--- config.mk ---
export PLATFORM = sky130hd
export DESIGN_NAME = minion_periph_top
export DESIGN_NICKNAME = d
export VERILOG_FILES = /design/src/source/msoc_pkg.sv /design/src/source/periph_bus.sv /design/src/source/uart_regs.sv /design/src/source/uart_tx.sv /design/src/source/uart_rx.sv /design/src/source/rx_fifo.sv /design/src/source/minion_periph_top.sv
export SDC_FILE = /design/constraint.sdc
export NUM_CORES = 1
export LEC_CHECK = 0
export BUFFER_PORTS_ARGS = -buffer_cell sky130_fd_sc_hd__buf_2
export CORE_ASPECT_RATIO = 0.8
export CORE_MARGIN = 1.5
export CORE_UTILIZATION = 40
export CTS_CLUSTER_SIZE = 25
export DETAILED_ROUTE_END_ITERATION = 7
export GPL_TIMING_DRIVEN = 0
export HOLD_SLACK_MARGIN = 0.02
export SYNTH_ARGS = -nofsm -noshare
export SYNTH_HDL_FRONTEND = slang
export SYNTH_SLANG_ARGS = --single-unit
--- constraint.sdc ---
create_clock -name msoc_clk -period 2.4 [get_ports msoc_clk]
set_clock_uncertainty 0.05 [all_clocks]
set_input_delay 0.24 -clock msoc_clk [delete_from_list [all_inputs] [get_ports msoc_clk]]
set_output_delay 0.24 -clock msoc_clk [all_outputs]
set_load 0.05 [all_outputs]
--- src/source/msoc_pkg.sv ---
package msoc_pkg;

  // --------------------------------------------------
  // data bus and slot map
  // --------------------------------------------------
  localparam int XLEN     = 32;
  localparam int SLOT_MSB = 23;  // slot field is addr[23:20]
  localparam int SLOT_LSB = 20;

  localparam logic [3:0] SLOT_UART_CTRL = 4'd2;  // tx byte and baud
  localparam logic [3:0] SLOT_UART_RX   = 4'd3;  // rx status, write pops
  localparam logic [3:0] SLOT_GPIO      = 4'd7;  // led write, dip read

  // word offsets in the control slot, addr[5:2]
  localparam logic [3:0] OFS_TX_BYTE = 4'd0;
  localparam logic [3:0] OFS_BAUD    = 4'd1;

  localparam int                BAUD_W     = 11;
  localparam logic [BAUD_W-1:0] BAUD_RESET = 11'd54;  // clocks per bit minus one

  localparam int LED_W = 16;
  localparam int DIP_W = 8;

  // --------------------------------------------------
  // rx status word bit positions
  // --------------------------------------------------
  localparam int ST_DATA_LSB  = 0;   // fifo head byte
  localparam int ST_NOT_EMPTY = 8;
  localparam int ST_RX_BUSY   = 9;
  localparam int ST_TX_BUSY   = 10;
  localparam int ST_FRAME_ERR = 11;  // stop bit of head byte was low
  localparam int ST_FULL      = 12;
  localparam int ST_COUNT_LSB = 16;

endpackage

--- src/source/periph_bus.sv ---
module periph_bus import msoc_pkg::*;
(
  input  logic              msoc_clk,
  input  logic              rstn,
  input  logic              bus_req_i,
  input  logic              bus_we_i,
  input  logic [XLEN-1:0]   bus_addr_i,
  input  logic [XLEN-1:0]   bus_wdata_i,
  input  logic [XLEN/8-1:0] bus_be_i,
  input  logic [DIP_W-1:0]  dip_i,
  input  logic [XLEN-1:0]   uart_status_i,
  output logic              bus_gnt_o,
  output logic              bus_rvalid_o,
  output logic [XLEN-1:0]   bus_rdata_o,
  output logic [LED_W-1:0]  led_o,
  output logic              uart_wr_o,
  output logic [3:0]        uart_ofs_o,
  output logic [XLEN-1:0]   uart_wdata_o,
  output logic              fifo_pop_o
);

  logic [15:0]      slot_sel;           // one-hot on addr[23:20]
  logic [XLEN-1:0]  slot_rdata [16];
  logic [XLEN-1:0]  rd_word;
  logic             wr_req;
  logic [DIP_W-1:0] dip_meta;
  logic [DIP_W-1:0] dip_sync;

  assign bus_gnt_o = bus_req_i;  // always ready
  assign wr_req    = bus_req_i & bus_we_i;

  // --------------------------------------------------
  // slot decode and read return
  // --------------------------------------------------
  always_comb
  begin
    for (int i = 0; i < 16; i++)
      slot_sel[i] = (bus_addr_i[SLOT_MSB:SLOT_LSB] == i[3:0]);
  end

  always_comb
  begin
    for (int i = 0; i < 16; i++)
      slot_rdata[i] = '0;  // unmapped and control slot
    slot_rdata[SLOT_UART_RX] = uart_status_i;
    slot_rdata[SLOT_GPIO]    = {{(XLEN-DIP_W){1'b0}}, dip_sync};
  end

  always_comb
  begin
    rd_word = '0;
    for (int i = 0; i < 16; i++)
      rd_word |= slot_sel[i] ? slot_rdata[i] : '0;
  end

  always_ff @(posedge msoc_clk or negedge rstn)
  begin
    if (!rstn)
    begin
      bus_rvalid_o <= 1'b0;
      bus_rdata_o  <= '0;
    end
    else
    begin
      bus_rvalid_o <= bus_req_i;  // one pulse per request
      bus_rdata_o  <= (bus_req_i && !bus_we_i) ? rd_word : '0;
    end
  end

  // --------------------------------------------------
  // gpio
  // --------------------------------------------------
  always_ff @(posedge msoc_clk or negedge rstn)
  begin
    if (!rstn)
      led_o <= '0;
    else if (wr_req && slot_sel[SLOT_GPIO])
    begin
      for (int b = 0; b < LED_W/8; b++)
        if (bus_be_i[b])
          led_o[8*b +: 8] <= bus_wdata_i[8*b +: 8];
    end
  end

  always_ff @(posedge msoc_clk)
  begin
    dip_meta <= dip_i;     // switches are asynchronous
    dip_sync <= dip_meta;
  end

  // uart strobes, same cycle as the grant
  assign uart_wr_o    = wr_req & slot_sel[SLOT_UART_CTRL];
  assign uart_ofs_o   = bus_addr_i[5:2];
  assign uart_wdata_o = bus_wdata_i;
  assign fifo_pop_o   = wr_req & slot_sel[SLOT_UART_RX];

  // a valid pulse always answers a request granted the cycle before
  a_rvalid_after_gnt: assert property (@(posedge msoc_clk) disable iff (!rstn)
    bus_rvalid_o |-> $past(bus_req_i && bus_gnt_o));

endmodule

--- src/source/uart_regs.sv ---
module uart_regs import msoc_pkg::*;
#(
  parameter int RX_FIFO_DEPTH = 4
)
(
  input  logic                           msoc_clk,
  input  logic                           rstn,
  input  logic                           uart_wr_i,
  input  logic [3:0]                     uart_ofs_i,
  input  logic [XLEN-1:0]                uart_wdata_i,
  input  logic [8:0]                     fifo_data_i,
  input  logic [$clog2(RX_FIFO_DEPTH):0] fifo_count_i,
  input  logic                           fifo_full_i,
  input  logic                           fifo_empty_i,
  input  logic                           tx_busy_i,
  input  logic                           rx_busy_i,
  output logic                           tx_start_o,
  output logic [7:0]                     tx_byte_o,
  output logic [BAUD_W-1:0]              baud_div_o,
  output logic [XLEN-1:0]                uart_status_o
);

  localparam int CNT_W = $clog2(RX_FIFO_DEPTH) + 1;

  logic wr_tx;
  logic wr_baud;

  assign wr_tx   = uart_wr_i && (uart_ofs_i == OFS_TX_BYTE);
  assign wr_baud = uart_wr_i && (uart_ofs_i == OFS_BAUD);

  always_ff @(posedge msoc_clk or negedge rstn)
  begin
    if (!rstn)
    begin
      tx_start_o <= 1'b0;
      baud_div_o <= BAUD_RESET;
    end
    else
    begin
      tx_start_o <= wr_tx;  // single cycle strobe
      if (wr_baud)
        baud_div_o <= uart_wdata_i[BAUD_W-1:0];
    end
  end

  always_ff @(posedge msoc_clk)
  begin
    if (wr_tx)
      tx_byte_o <= uart_wdata_i[7:0];
  end

  // status word, unused bits read zero
  always_comb
  begin
    uart_status_o                          = '0;
    uart_status_o[ST_DATA_LSB +: 8]        = fifo_data_i[7:0];
    uart_status_o[ST_NOT_EMPTY]            = ~fifo_empty_i;
    uart_status_o[ST_RX_BUSY]              = rx_busy_i;
    uart_status_o[ST_TX_BUSY]              = tx_busy_i;
    uart_status_o[ST_FRAME_ERR]            = fifo_data_i[8];
    uart_status_o[ST_FULL]                 = fifo_full_i;
    uart_status_o[ST_COUNT_LSB +: CNT_W]   = fifo_count_i;
  end

endmodule

--- src/source/uart_tx.sv ---
module uart_tx import msoc_pkg::*;
(
  input  logic              msoc_clk,
  input  logic              rstn,
  input  logic              tx_start_i,
  input  logic [7:0]        tx_byte_i,
  input  logic [BAUD_W-1:0] baud_div_i,
  output logic              uart_tx_o,
  output logic              tx_busy_o
);

  logic [BAUD_W-1:0] div_cnt;
  logic [3:0]        bit_cnt;  // 0 start, 1..8 data, 9 stop
  logic [8:0]        frame;    // remaining data then stop, lsb first
  logic              load;
  logic              bit_end;

  assign load    = tx_start_i & ~tx_busy_o;  // start while busy is dropped
  assign bit_end = tx_busy_o & (div_cnt == baud_div_i);

  always_ff @(posedge msoc_clk or negedge rstn)
  begin
    if (!rstn)
    begin
      tx_busy_o <= 1'b0;
      uart_tx_o <= 1'b1;
      div_cnt   <= '0;
      bit_cnt   <= '0;
    end
    else if (load)
    begin
      tx_busy_o <= 1'b1;
      uart_tx_o <= 1'b0;  // start bit
      div_cnt   <= '0;
      bit_cnt   <= '0;
    end
    else if (tx_busy_o)
    begin
      if (bit_end)
      begin
        div_cnt <= '0;
        if (bit_cnt == 4'd9)
        begin
          tx_busy_o <= 1'b0;
          uart_tx_o <= 1'b1;
        end
        else
        begin
          bit_cnt   <= bit_cnt + 1'b1;
          uart_tx_o <= frame[0];
        end
      end
      else
        div_cnt <= div_cnt + 1'b1;
    end
  end

  always_ff @(posedge msoc_clk)
  begin
    if (load)
      frame <= {1'b1, tx_byte_i};
    else if (bit_end)
      frame <= {1'b1, frame[8:1]};
  end

  a_idle_high: assert property (@(posedge msoc_clk) disable iff (!rstn)
    !tx_busy_o |-> uart_tx_o);

endmodule

--- src/source/uart_rx.sv ---
module uart_rx import msoc_pkg::*;
(
  input  logic              msoc_clk,
  input  logic              rstn,
  input  logic              uart_rx_i,
  input  logic [BAUD_W-1:0] baud_div_i,
  output logic              rx_valid_o,
  output logic [7:0]        rx_byte_o,
  output logic              rx_frame_err_o,
  output logic              rx_busy_o
);

  logic [2:0]        rx_hist;  // newest sample in bit 0
  logic              maj;
  logic              maj_q;
  logic [BAUD_W-1:0] div_cnt;
  logic [3:0]        bit_cnt;  // 0 start, 1..8 data, 9 stop
  logic              start_edge;
  logic              sample;

  // two of the last three samples win
  assign maj = (rx_hist[0] & rx_hist[1]) | (rx_hist[0] & rx_hist[2])
             | (rx_hist[1] & rx_hist[2]);

  assign start_edge = ~rx_busy_o & maj_q & ~maj;  // falling edge only
  assign sample     = rx_busy_o & (div_cnt == (baud_div_i >> 1));  // mid-bit

  always_ff @(posedge msoc_clk or negedge rstn)
  begin
    if (!rstn)
    begin
      rx_hist    <= 3'b111;  // idle line
      maj_q      <= 1'b1;
      rx_busy_o  <= 1'b0;
      rx_valid_o <= 1'b0;
      div_cnt    <= '0;
      bit_cnt    <= '0;
    end
    else
    begin
      rx_hist    <= {rx_hist[1:0], uart_rx_i};
      maj_q      <= maj;
      rx_valid_o <= 1'b0;
      if (start_edge)
      begin
        rx_busy_o <= 1'b1;
        div_cnt   <= '0;
        bit_cnt   <= '0;
      end
      else if (rx_busy_o)
      begin
        div_cnt <= (div_cnt == baud_div_i) ? '0 : div_cnt + 1'b1;
        if (sample)
        begin
          bit_cnt <= bit_cnt + 1'b1;
          if (bit_cnt == 4'd0 && maj)
            rx_busy_o <= 1'b0;  // glitch, not a start bit
          else if (bit_cnt == 4'd9)
          begin
            rx_busy_o  <= 1'b0;
            rx_valid_o <= 1'b1;
          end
        end
      end
    end
  end

  // start bit shifts in first and is pushed out by the 8 data bits
  always_ff @(posedge msoc_clk)
  begin
    if (sample)
    begin
      if (bit_cnt == 4'd9)
        rx_frame_err_o <= ~maj;  // stop bit must be high
      else
        rx_byte_o <= {maj, rx_byte_o[7:1]};
    end
  end

endmodule

--- src/source/rx_fifo.sv ---
module rx_fifo
#(
  parameter int DEPTH = 4
)
(
  input  logic                   msoc_clk,
  input  logic                   rstn,
  input  logic                   push_i,
  input  logic [8:0]             push_data_i,
  input  logic                   pop_i,
  output logic [8:0]             head_o,
  output logic [$clog2(DEPTH):0] count_o,
  output logic                   full_o,
  output logic                   empty_o
);

  localparam int            AW       = $clog2(DEPTH);
  localparam logic [AW:0]   FULL_CNT = (AW+1)'(DEPTH);

  logic [8:0]    mem [DEPTH];
  logic [AW-1:0] wr_ptr;
  logic [AW-1:0] rd_ptr;
  logic          do_push;
  logic          do_pop;

  assign full_o  = (count_o == FULL_CNT);
  assign empty_o = (count_o == '0);
  assign do_push = push_i & ~full_o;   // overflow drops the byte
  assign do_pop  = pop_i & ~empty_o;
  assign head_o  = mem[rd_ptr];

  always_ff @(posedge msoc_clk or negedge rstn)
  begin
    if (!rstn)
    begin
      wr_ptr  <= '0;
      rd_ptr  <= '0;
      count_o <= '0;
    end
    else
    begin
      if (do_push)
        wr_ptr <= wr_ptr + 1'b1;  // wraps, depth is a power of two
      if (do_pop)
        rd_ptr <= rd_ptr + 1'b1;
      if (do_push && !do_pop)
        count_o <= count_o + 1'b1;
      else if (do_pop && !do_push)
        count_o <= count_o - 1'b1;
    end
  end

  always_ff @(posedge msoc_clk)
  begin
    if (do_push)
      mem[wr_ptr] <= push_data_i;
  end

  a_count_bound: assert property (@(posedge msoc_clk) disable iff (!rstn)
    count_o <= FULL_CNT);

endmodule

--- src/source/minion_periph_top.sv ---
module minion_periph_top import msoc_pkg::*;
#(
  parameter int RX_FIFO_DEPTH = 4
)
(
  input  logic              msoc_clk,
  input  logic              rstn,
  input  logic              bus_req_i,
  input  logic              bus_we_i,
  input  logic [XLEN-1:0]   bus_addr_i,
  input  logic [XLEN-1:0]   bus_wdata_i,
  input  logic [XLEN/8-1:0] bus_be_i,
  output logic              bus_gnt_o,
  output logic              bus_rvalid_o,
  output logic [XLEN-1:0]   bus_rdata_o,
  input  logic              uart_rx_i,
  output logic              uart_tx_o,
  input  logic [DIP_W-1:0]  dip_i,
  output logic [LED_W-1:0]  led_o
);

  logic                           uart_wr;
  logic [3:0]                     uart_ofs;
  logic [XLEN-1:0]                uart_wdata;
  logic [XLEN-1:0]                uart_status;
  logic                           fifo_pop;
  logic                           tx_start;
  logic [7:0]                     tx_byte;
  logic [BAUD_W-1:0]              baud_div;
  logic                           tx_busy;
  logic                           rx_valid;
  logic [7:0]                     rx_byte;
  logic                           rx_frame_err;
  logic                           rx_busy;
  logic [8:0]                     fifo_head;  // frame error, byte
  logic [$clog2(RX_FIFO_DEPTH):0] fifo_count;
  logic                           fifo_full;
  logic                           fifo_empty;

  periph_bus u_periph_bus (
    .msoc_clk      (msoc_clk),
    .rstn          (rstn),
    .bus_req_i     (bus_req_i),
    .bus_we_i      (bus_we_i),
    .bus_addr_i    (bus_addr_i),
    .bus_wdata_i   (bus_wdata_i),
    .bus_be_i      (bus_be_i),
    .dip_i         (dip_i),
    .uart_status_i (uart_status),
    .bus_gnt_o     (bus_gnt_o),
    .bus_rvalid_o  (bus_rvalid_o),
    .bus_rdata_o   (bus_rdata_o),
    .led_o         (led_o),
    .uart_wr_o     (uart_wr),
    .uart_ofs_o    (uart_ofs),
    .uart_wdata_o  (uart_wdata),
    .fifo_pop_o    (fifo_pop)
  );

  uart_regs #(.RX_FIFO_DEPTH(RX_FIFO_DEPTH)) u_uart_regs (
    .msoc_clk      (msoc_clk),
    .rstn          (rstn),
    .uart_wr_i     (uart_wr),
    .uart_ofs_i    (uart_ofs),
    .uart_wdata_i  (uart_wdata),
    .fifo_data_i   (fifo_head),
    .fifo_count_i  (fifo_count),
    .fifo_full_i   (fifo_full),
    .fifo_empty_i  (fifo_empty),
    .tx_busy_i     (tx_busy),
    .rx_busy_i     (rx_busy),
    .tx_start_o    (tx_start),
    .tx_byte_o     (tx_byte),
    .baud_div_o    (baud_div),
    .uart_status_o (uart_status)
  );

  uart_tx u_uart_tx (
    .msoc_clk   (msoc_clk),
    .rstn       (rstn),
    .tx_start_i (tx_start),
    .tx_byte_i  (tx_byte),
    .baud_div_i (baud_div),
    .uart_tx_o  (uart_tx_o),
    .tx_busy_o  (tx_busy)
  );

  uart_rx u_uart_rx (
    .msoc_clk       (msoc_clk),
    .rstn           (rstn),
    .uart_rx_i      (uart_rx_i),
    .baud_div_i     (baud_div),
    .rx_valid_o     (rx_valid),
    .rx_byte_o      (rx_byte),
    .rx_frame_err_o (rx_frame_err),
    .rx_busy_o      (rx_busy)
  );

  rx_fifo #(.DEPTH(RX_FIFO_DEPTH)) u_rx_fifo (
    .msoc_clk    (msoc_clk),
    .rstn        (rstn),
    .push_i      (rx_valid),
    .push_data_i ({rx_frame_err, rx_byte}),
    .pop_i       (fifo_pop),
    .head_o      (fifo_head),
    .count_o     (fifo_count),
    .full_o      (fifo_full),
    .empty_o     (fifo_empty)
  );

endmodule

==> metrics.md <==
| Metric | Value |
|---|---|
| Clk_lat worst skew | `0.43 ns` |
| Final instance area | `~0.0086 mm2` |
| Final worst path period share | `~95%` |
| Synth Instances | `between 500 and 600` |
| Post-synth top area cell | `dfrtp_1` |
| Xor/xnor share of the synthesized area | `5.86%` |
| Post-Route WL | `14000 um` |
| Leakage | `between 0.003 and 0.004 uW` |
| Final hold violation count | `0` |
| Area growth syn-to-layout | `22.9%` |
| Die width | `~150 um` |
| Post-route ant nets | `0` |
| Share of layout cells above drive strength 1 | `between 20% and 30%` |
| Cell at the root of the clock tree | `clkbuf_16` |
| CTS H-tree depth | `4` |
| Mux contribution to synthesized area | `under 10%` |
| Pins Over Slew Limit | `0` |
| Starting Density | `40.6%` |
| Hold endpoint | `u_uart_regs.tx_byte_o[4]$_DFFE_PP_` |
| Peak Freq | `around 440 MHz` |
| Synth Register Bits | `167` |
| Die area | `~0.018 mm2` |
| Crit path capture type | `flop` |
| CTS Buffer Depth | `2` |
| RePlAce Congestion | `around 0.8` |
| Io pins | `about 130` |
| Synth Area in Simple Gates | `10.1%` |
| Worst reg2reg endpoint | `u_uart_tx.frame[6]$_DFFE_PP_` |
| Worst-Margin Slew | `1.27 ns` |
| Post-synthesis compound-gate area fraction | `roughly 5.7%` |
| Synth area leaders | `dfrtp_1 (29%), edfxtp_1 (26%), mux2_2 (5.6%)` |
| Hold WS | `about 0.044 ns` |
| CTS tree | `yes` |
| Main synth FF type | `dfrtp_1` |
| Dpl ws | `-0.0161 ns` |
| Maximum vdd drop | `0.486 mV` |
| Final setup violation count | `0` |
| Initial antenna violation count | `0` |
| DRT Pass-1 Iters | `5` |
| Reg-to-reg startpoint | `u_uart_regs.baud_div_o[4]$_DFFE_PN1P_` |
| Rel. slew slack | `15.3%` |
| Residual DRC count | `0` |
| Via Count | `around 4.3k` |
| Unrepaired setup endpoints after global routing | `false` |
| Synth unique cells | `55` |
| Post-synth ARST share | `between 50% and 60%` |
| Synth top area share | `between 20% and 30%` |
| Setup CP Type | `flop to flop` |
| Largest net degree at the start of global routing | `52` |
| Clk sinks | `roughly 170` |
| Core area | `between 0.015 and 0.02 mm2` |
| Pwr Density | `about 940 mW/mm2` |
| Post-Synth Adder-Cell Area | `2.42%` |
| NumNets Final | `between 700 and 800` |
| Worst R2R Path Depth | `5` |
| Run status | `completed` |
| DP Area | `0.00775 mm2` |
| Placement Rows | `43` |
| Port Buffers | `73` |
| Antenna cells | `0` |
| Post-synth EDFFs | `between 60 and 70` |
| Register area share after synthesis | `a little over three fifths` |
| Synth Warn # | `0` |
| Worst Path Arrival | `between 2 and 2.5 ns` |
| Number of stages on the worst hold path | `1` |
| Number of global-route vias before repair | `approximately 4.3k` |
| Worst min path class | `input pin to flop` |
| Die height | `between 100 and 150 um` |
| First-pass GRT wire length | `approximately 23000 um` |
| Most frequent cells in the layout | `dfrtp_1 (81), buf_2 (79), edfxtp_1 (61)` |
| Clk slew on worst S/H paths | `approximately 0.070 ns` |
| Worst Slack Setup Final | `approximately 0.13 ns` |
| Hold Startpoint | `bus_wdata_i[4]` |
| Synthesized area per cell | `roughly 14 um2` |
| Startpoint Class | `flop` |
| Commonest non-fill, non-tap cell in the layout | `dfrtp_1` |
| Mapped cell area | `about 0.0070 mm2` |
| Via density | `between 4 and 5` |
| Worst EP required | `between 2 and 2.5 ns` |
| DP HPWL | `~9700 um` |
| Post-route setup TNS | `0 ns` |
| Post-CTS setup buffers | `0` |
| Final Total Pwr | `8090 uW` |
| Fillers | `roughly 1.5k` |
| Worst R2R Setup Slack | `0.13 ns` |
| CTS Buf Count | `17` |
| Iter 0 DRT Violations | `roughly 230` |
| Routed wire per std cell | `approximately 16 um` |
| Largest family of logic cells by synthesized area | `simple AND/OR/NAND/NOR gates` |
| Crit-path max FO | `11` |
| Total global routing overflow | `0` |
| Max Cap Violations | `0` |
| Min Tclk post-route | `2.27 ns` |
| Total track usage | `16.4%` |
==> sequential cells by signal, indices dropped and copies added (netlist names), 11 cells and up <==
register and cells:
u_rx_fifo.mem 36, u_periph_bus.bus_rdata_o 16, u_periph_bus.led_o 16, u_uart_regs.baud_div_o 11
u_uart_rx.div_cnt 11, u_uart_tx.div_cnt 11
==> power breakdown <==
group | internal (uW) | switching, uW | total (uW)
combinational | 643 | 944 | 1590
sequential | 3400 | 333 | 3730
clock | 1650 | 1130 | 2770
total | 5690 | 2400 | 8090
==> cell type report <==
class	count	area, um2	area share (%)
Buffer	37	226	2.63
Clock inverter	14	171	1.99
Inverter	15	56.3	0.653
Clock buffer	18	429	4.98
Tap cell	225	282	3.26
Multi-Input combinational cell	307	2390	27.7
Timing Repair Buffer	100	656	7.60
Sequential cell	167	4420	51.2
==> worst max-delay path by stage <==
| stage | startpoint | slack [ns] | depth (start not counted) | end |
|---|---|---|---|---|
| final | u_uart_regs.baud_div_o[4]$_DFFE_PN1P_ | 0.13 | 5 | u_uart_tx.frame[6]$_DFFE_PP_ |
| after global routing | u_rx_fifo.count_o[2]$_DFFE_PN0P_ | 0.01 | 9 | u_rx_fifo.count_o[2]$_DFFE_PN0P_ |
| after CTS | u_uart_rx.div_cnt[6]$_DFFE_PN0P_ | 0.14 | 5 | u_uart_rx.rx_byte_o[3]$_DFFE_PP_ |
| after detailed placement | u_uart_regs.baud_div_o[4]$_DFFE_PN1P_ | -0.02 | 5 | u_uart_tx.frame[0]$_DFFE_PP_ |
| after global placement | u_uart_regs.baud_div_o[4]$_DFFE_PN1P_ | 0.01 | 5 | u_uart_tx.frame[0]$_DFFE_PP_ |
| after floorplan | u_rx_fifo.count_o[2]$_DFFE_PN0P_ | 0.28 | 9 | u_rx_fifo.count_o[2]$_DFFE_PN0P_ |
==> logic make-up (layout without fill, tap and decap cells) <==
family | after synthesis | count (layout)
flip-flops | 167 | 167
AND/OR/NAND/NOR | 131 | 131
AO/OA/AOI/OAI | 53 | 53
buffers and inverters | 52 | 184
XOR/XNOR | 47 | 47
multiplexers | 47 | 47
adder cells (fa/ha/maj) | 13 | 13
other | 1 | 16
==> Yosys cell counts, drive strengths merged (2+ instances only) <==
cell,number
a211o,4
a21o,6
a21oi,3
a22o,9
and2,14
and3,2
buf,27
clkbuf,10
dfrtp,81
dfstp,9
dfxtp,16
edfxtp,61
ha,12
inv,15
mux2,35
mux2i,3
mux4,9
nand2,33
nand3,13
nand4,9
nand4b,2
nor2,21
nor2b,3
nor3,8
nor3b,10
nor4,5
o211ai,2
o21a,2
o21ai,14
o21bai,2
o31ai,4
or3,6
xnor2,40
xor2,7
==> per-stage QoR <==
step	util (%)	cells
5_1_grt	49.9	883
2_1_floorplan	-	526
6_report	49.9	883
3_3_place_gp	44.7	824
3_5_place_dp	44.9	825
4_1_cts	49.9	883
==> critical path: stages, from the launching register on <==
cell,delay (ns)
dfstp_2,0.58
xnor2_1,0.13
nand4_1,0.31
o31ai_4,0.37
buf_6,0.19
and2b_2,0.32
==> timing repair <==
item,4_1_cts,5_1_grt
endpoints found under the setup margin,8,9
hold endpoints to repair,63,0
hold buffers,26,0
gates resized for setup,1,2
==> layer usage <==
layer | vias to the layer above | GRT usage (%) | part of all wire [%]
met2 | 77 | 25.1 | 46
met1 | 2155 | 23.3 | 48
met4 | 0 | 3.64 | 0.93
met5 | - | 0 | 0
met3 | 12 | 4.40 | 4.5
li1 | 2070 | - | -
(Power assumes the default switching activity.)
